--- config.mk ---
export PLATFORM = sky130hd
export DESIGN_NAME = cache_ctrl
export DESIGN_NICKNAME = d
export VERILOG_FILES = /design/src/common/mem_system_pkg.sv /design/src/cache/cache_ctrl.sv
export SDC_FILE = /design/constraint.sdc
export NUM_CORES = 1
export LEC_CHECK = 0
export ABC_AREA = 1
export BUFFER_PORTS_ARGS = -buffer_cell sky130_fd_sc_hd__buf_2
export CAP_MARGIN = 15
export CORE_ASPECT_RATIO = 1.2
export CORE_MARGIN = 10
export CORE_UTILIZATION = 39
export CTS_CLUSTER_DIAMETER = 60
export CTS_CLUSTER_SIZE = 30
export DETAILED_ROUTE_END_ITERATION = 8
export PLACE_DENSITY = 0.76
export SKIP_CTS_REPAIR_TIMING = 1
export SYNTH_ARGS = -nofsm -noshare
export SYNTH_HDL_FRONTEND = slang
export SYNTH_SLANG_ARGS = --single-unit
--- constraint.sdc ---
create_clock -name clk -period 1.98 [get_ports clk]
set_input_delay 0.099 -clock clk [delete_from_list [all_inputs] [get_ports clk]]
set_output_delay 0.099 -clock clk [all_outputs]
set_load 0.02 [all_outputs]
--- src/common/mem_system_pkg.sv ---
// memory system package
// address split, cache geometry and main memory timing shared by all blocks

`default_nettype none

package mem_system_pkg;

    // datapath widths
    localparam int word_w = 16;
    localparam int addr_w = 16;

    // cache geometry
    localparam int tag_w           = 5;
    localparam int index_w         = 8;
    localparam int words_per_block = 4;
    localparam int word_sel_w      = $clog2(words_per_block);
    localparam int num_sets        = 2 ** index_w;

    // field positions in a byte address, bit 0 is the byte bit
    localparam int index_lo = word_sel_w + 1;
    localparam int tag_lo   = index_lo + index_w;

    // main memory, one bank per word of a block
    localparam int mem_words        = 2 ** (addr_w - 1);
    localparam int mem_latency      = 2;
    localparam int bank_busy_cycles = 4;

endpackage

`default_nettype wire

--- src/cache/cache_ctrl.sv ---
// cache controller
// latches and checks cpu requests, runs the hit/miss FSM with write-back and
// fill sequencing against the banked memory, and keeps the victim bit

`timescale 1ns/1ps
`default_nettype none

module cache_ctrl
    import mem_system_pkg::*;
(
    input  wire                   clk,
    input  wire                   reset,
    input  wire                   rd,
    input  wire                   wr,
    input  wire [addr_w-1:0]      addr,
    input  wire [word_w-1:0]      data_in,
    input  wire                   way_hit,
    input  wire                   way_valid,
    input  wire                   way_dirty,
    input  wire [tag_w-1:0]       way_tag,
    input  wire                   mem_stall,
    input  wire [word_w-1:0]      mem_data,
    output logic [addr_w-1:0]     req_addr,
    output logic                  way_sel,
    output logic [1:0]            way_en,
    output logic                  comp,
    output logic                  write,
    output logic                  valid_in,
    output logic [word_sel_w-1:0] word_sel,
    output logic [word_w-1:0]     fill_data,
    output logic                  use_mem_data,
    output logic [addr_w-1:0]     mem_addr,
    output logic                  mem_rd,
    output logic                  mem_wr,
    output logic                  done,
    output logic                  stall,
    output logic                  cache_hit,
    output logic                  err
);

    typedef enum logic [2:0] {
        st_idle, st_compare, st_probe, st_wb, st_fill, st_access
    } state_t;

    state_t                state;
    logic [addr_w-1:0]     addr_q;
    logic [word_w-1:0]     data_q;
    logic                  wr_q;
    logic                  sel_q;
    logic                  victim;
    logic                  dirty0_q;
    logic                  err_q;
    logic [word_sel_w:0]   cnt;
    logic [mem_latency-1:0] pend_v;
    logic [word_sel_w-1:0] pend_w [mem_latency];

    logic                  bad_req;
    logic                  accept;
    logic                  rd_go;
    logic                  fill_wr;
    logic                  fill_last;
    logic [tag_w-1:0]      req_tag;
    logic [index_w-1:0]    req_index;
    logic [1:0]            sel_onehot;

    assign bad_req    = (rd && wr) || addr[0];
    assign accept     = (state == st_idle) && (rd || wr) && !bad_req;
    assign req_tag    = addr_q[addr_w-1:tag_lo];
    assign req_index  = addr_q[tag_lo-1:index_lo];
    assign sel_onehot = sel_q ? 2'b10 : 2'b01;

    // fill reads go out in word order, each lands mem_latency cycles later
    assign rd_go     = (state == st_fill) && !cnt[word_sel_w] && !mem_stall;
    assign fill_wr   = (state == st_fill) && pend_v[mem_latency-1];
    assign fill_last = fill_wr && (pend_w[mem_latency-1] == '1);

    always_ff @(posedge clk) begin
        if (reset) begin
            state  <= st_idle;
            victim <= 1'b0;
            sel_q  <= 1'b0;
            err_q  <= 1'b0;
            cnt    <= '0;
            pend_v <= '0;
        end else begin
            err_q     <= (state == st_idle) && (rd || wr) && bad_req;
            pend_v[0] <= rd_go;
            for (int k = 1; k < mem_latency; k++) begin
                pend_v[k] <= pend_v[k-1];
            end
            case (state)
                st_idle: begin
                    if (accept) begin
                        victim <= !victim;
                        sel_q  <= 1'b0;
                        cnt    <= '0;
                        state  <= st_compare;
                    end
                end
                st_compare: begin
                    // way 0 is looked at on a miss
                    if (way_hit) begin
                        state <= st_idle;
                    end else if (!way_valid) begin
                        state <= st_fill;
                    end else begin
                        sel_q <= 1'b1;
                        state <= st_probe;
                    end
                end
                st_probe: begin
                    if (!way_valid) begin
                        state <= st_fill;
                    end else begin
                        // both ways full
                        sel_q <= victim;
                        state <= (victim ? way_dirty : dirty0_q) ? st_wb : st_fill;
                    end
                end
                st_wb: begin
                    if (!mem_stall) begin
                        if (cnt[word_sel_w-1:0] == '1) begin
                            cnt   <= '0;
                            state <= st_fill;
                        end else begin
                            cnt <= cnt + 1'b1;
                        end
                    end
                end
                st_fill: begin
                    if (rd_go) begin
                        cnt <= cnt + 1'b1;
                    end
                    if (fill_last) begin
                        state <= st_access;
                    end
                end
                default: begin
                    state <= st_idle;
                end
            endcase
        end
    end

    // request payload and word tags of outstanding fill reads
    always_ff @(posedge clk) begin
        if (accept) begin
            addr_q <= addr;
            data_q <= data_in;
            wr_q   <= wr;
        end
        if (state == st_compare) begin
            dirty0_q <= way_dirty;
        end
        pend_w[0] <= cnt[word_sel_w-1:0];
        for (int k = 1; k < mem_latency; k++) begin
            pend_w[k] <= pend_w[k-1];
        end
    end

    always_comb begin
        way_en       = 2'b00;
        comp         = 1'b0;
        write        = 1'b0;
        valid_in     = 1'b0;
        word_sel     = cnt[word_sel_w-1:0];
        use_mem_data = 1'b0;
        mem_rd       = 1'b0;
        mem_wr       = 1'b0;
        mem_addr     = {req_tag, req_index, cnt[word_sel_w-1:0], 1'b0};
        done         = 1'b0;
        cache_hit    = 1'b0;
        case (state)
            st_compare: begin
                way_en    = 2'b11;
                comp      = 1'b1;
                write     = wr_q && way_hit;
                done      = way_hit;
                cache_hit = way_hit;
            end
            st_wb: begin
                // victim word goes back under its own tag
                way_en   = sel_onehot;
                mem_wr   = 1'b1;
                mem_addr = {way_tag, req_index, cnt[word_sel_w-1:0], 1'b0};
            end
            st_fill: begin
                way_en       = sel_onehot;
                mem_rd       = !cnt[word_sel_w];
                write        = fill_wr;
                valid_in     = 1'b1;
                use_mem_data = 1'b1;
                word_sel     = pend_w[mem_latency-1];
            end
            st_access: begin
                way_en = 2'b11;
                comp   = 1'b1;
                write  = wr_q && way_hit;
                done   = 1'b1;
            end
            default: begin
                way_en = 2'b00;
            end
        endcase
    end

    assign req_addr  = addr_q;
    assign way_sel   = sel_q;
    assign fill_data = data_q;
    assign stall     = (state != st_idle);
    assign err       = err_q;

    a_mem_rd_wr_excl: assert property (
        @(posedge clk) disable iff (reset) !(mem_rd && mem_wr)
    );
    a_no_done_after_reset: assert property (
        @(posedge clk) $fell(reset) |-> !done
    );
    a_done_err_excl: assert property (
        @(posedge clk) disable iff (reset) !(done && err)
    );

endmodule

`default_nettype wire

==> results.md <==
- Internal: 0.002076 W
- Layout cells sized above 1: 41.42%
- Ys flop type: edfxtp_1
- Post-synth top area share: between 40% and 50%
- Final nets: 400
- Most frequent cell after synthesis: nand2_1
- Chip height: 99.61 µm
- Initial DRT Pass Iterations: 4
- Synthesized area: just over 2000 µm²
- Sw frac: approximately two fifths
- Synth Warn #: 0
- CTS H-tree depth: 2
- Synth Instances: 200
- CTS tree: yes
- ANT cells: 0
- Hold endpoint: pend_v[0]
- Worst reg2reg setup slack: between 0.3 and 0.4 ns
- Setup Viol. Count Final: 0
- LEAKAGE: roughly 1.4 nW
- Peak Freq: about 0.58 GHz
- Share of total power in the clock network: 17.7%
- Hold slack: -0.004580 ns
- Crit Path Category: reg2out
- CP startpoint kind: flop
- Largest area contributor in the netlist: edfxtp_1
- IO buf count: 106
- Status: finished with violations
- Post-synth ARST share: 0%
- Reg power frac: about two fifths
- Worst r2r path cells: 6
- Post-DRT Antenna Nets: 0
- Setup TNS: 0 ns
- Vias in the first global route: about 1,800
- Worst r2r src: state[1]
- GP Congestion: between 0.8 and 0.9
- Largest buffer count on any clock path: 2
- Multi-input gate area: 583.1 µm²
- Crit-path most repeated cell: nand2_1
- Cells after DPL: about 360
- Area delta synth->final: 47.75%
- Yosys reg bits: just under 50
- FILL cells: a little over 400
- Max cap viols: 0
- Core area: ~5000 µm²
- Period utilization: 87.03%
- Die area: 8599 µm²
- Final wirelength: approximately 6200 µm
- DP Wirelength: approximately 4600 µm
- Num ports: 124
- Crit path max fanout: 9
- Syn Nets: 263
- PwrDens: between 1000 and 1500 nW/µm²
- Worst-path clk slew: ~0.090 ns
- Via count: roughly 1,800
- Max Clock Skew: between 0.008 and 0.009 ns
- Global-route wire length before repair: 8942 µm
- Final hold vios: 1
- RSZ-0062 raised after global routing: no
- WP buf/inv: 2
- Global-route usage over all layers: approximately an eighth
- Clock Latency Late Sink: just over 0.3 ns
- Drt wl/cell: between 15 and 20 µm
- Initial antenna violation count: 0
- Synth cell count leaders: nand2_1, edfxtp_1, nor2_1, dfxtp_1
- Cts bufs inserted: 5
- Required @ worst endpoint: approximately 1.9 ns
- Psw: 0.001465 W
- Row count: 28
- Final cell count without fillers: 398
- DRC violations left: 0
- Final number of max-transition violations: 0
- Comb power frac: about two fifths
- Initial DRC count: 120
- CP Capture Type: primary output
- Crit-path leading delay family: flip-flops
- Minimum clock period: 1.723 ns
- Count of unique library cells instantiated by Yosys: 24
- Worst Path Arrival: 1.62 ns
- Initial core utilization: 41.11%
- Avg Inst Size Synth: ~10 µm²
- Failing checks: hold timing
- Slowest cell on crit path: dfxtp_1
- EDFF count, synth: 34
- Seq. cell area: roughly 1300 µm²
- Crit-path cells: nand2_2 > nor2_4 > buf_4 > nand2_1 > nand2_1 > buf_2
- Max IR drop VDD: approximately 0.65 mV
- Vias/cell: 4.606
- Worst R2R End: req_addr[6]
- Hold depth: 2
- Hold Crit Start: mem_stall
- HP Class: in2reg
- Clock sinks: 49
- CP peak stage delay: 0.49 ns
- Largest cells by area after synthesis: edfxtp_1, dfxtp_1, nand2_1
- Seq/Total Area, Yosys: 64.16%
- Gr ovfl total: 0
- Largest net degree at the start of global routing: 20
- Die W: between 80 and 90 µm
- Clock Tree Root: clkbuf_8
## cell type report
class / count / area share, %
inverters: 18 / 2.220
clock buffers: 5 / 2.262
well taps: 60 / 2.467
clock inverters: 3 / 1.110
multi-input cells: 120 / 19.16
flip-flops and latches: 49 / 43.42
repair buffers: 143 / 29.36
## flip-flops by register name, summed over array words and instances, names as in the netlist
register and count:
cnt 3, fill_data 16, req_addr 16, wr_q 1, state 3, way_sel 1, pend_v 2, dirty0_q 1
victim 1, pend_w 4, err 1
## placed cells by master, fill, tap and decap left out, types with 2 or more instances in the layout
master         synthesis  layout
o21ai_0                6       6
a21oi_1                4       4
inv_2                  5       5
clkbuf_8               0       5
nand2_2                5       5
nor2_1                27      27
ha_1                   2       2
dlygate4sd3_1          0      34
o21ai_1                2       2
nand2_1               51      51
inv_1                 13      13
nand3_1                6       6
buf_4                 13       3
clkinv_4               0       2
edfxtp_1              34      34
dfxtp_1               15      15
nand3_2                2       2
nor2_2                 6       4
buf_2                  0     106
nor2_4                 1       3
## power by group through the flow
stage / logic [W] / registers, W / clock network, W
3_3_place_gp: 0.00139 / 0.00146 / 0
6_report: 0.00146 / 0.00145 / 0.000627
2_1_floorplan: 0.000856 / 0.00161 / 0
3_5_place_dp: 0.00141 / 0.00147 / 0
5_1_grt: 0.00162 / 0.00148 / 0.000690
4_1_cts: 0.00142 / 0.00145 / 0.000646
## metal layers
layer,global-route usage (%),vias up,routed length [µm],part of all wire (%)
met4,4.619,0,82,1.3
met3,4.327,6,406,6.6
met1,13.22,853,2147,35
met2,24.80,68,3552,57
met5,0,-,0,0
li1,-,906,-,-
## worst max-delay path by stage
stage / start / end / slack, ns / cells past startpoint
6_report: state[1] / mem_addr[13] / 0.26 / 6
5_1_grt: state[1] / mem_addr[14] / 0.12 / 6
4_1_cts: state[1] / mem_addr[13] / 0.12 / 6
3_5_place_dp: state[1] / req_addr[5] / 0.37 / 6
3_3_place_gp: state[1] / req_addr[3] / 0.41 / 6
2_1_floorplan: state[1] / fill_data[0] / 0.22 / 5
## worst reg2reg max path, stage by stage, from the launching register on
cell,delay (ns)
dfxtp_1,0.40
inv_2,0.10
nand2_2,0.08
nor2_2,0.18
o21ai_1,0.17
nor2_4,0.12
buf_4,0.26
## stage by stage
stage / utilization (%) / power, W / setup slack, ns / instance area, µm²
after floorplan: - / 0.002463 / 0.2242 / 2064
final: 60.74 / 0.003541 / 0.2569 / 3043
after detailed placement: 51.80 / 0.002884 / 0.3725 / 2595
after global placement: 51.80 / 0.002852 / 0.4064 / 2595
after CTS: 53.85 / 0.003513 / 0.1213 / 2698
after global routing: 60.74 / 0.003787 / 0.1228 / 3043
## cell families after synthesis
logic type / synth area share [%]
compound gates: 4.496
fa+ha+maj: 1.215
buf+inv: 8.020
flops: 64.16
other cells: 0.1821
simple gates: 21.93
(Power assumes the default switching activity.)
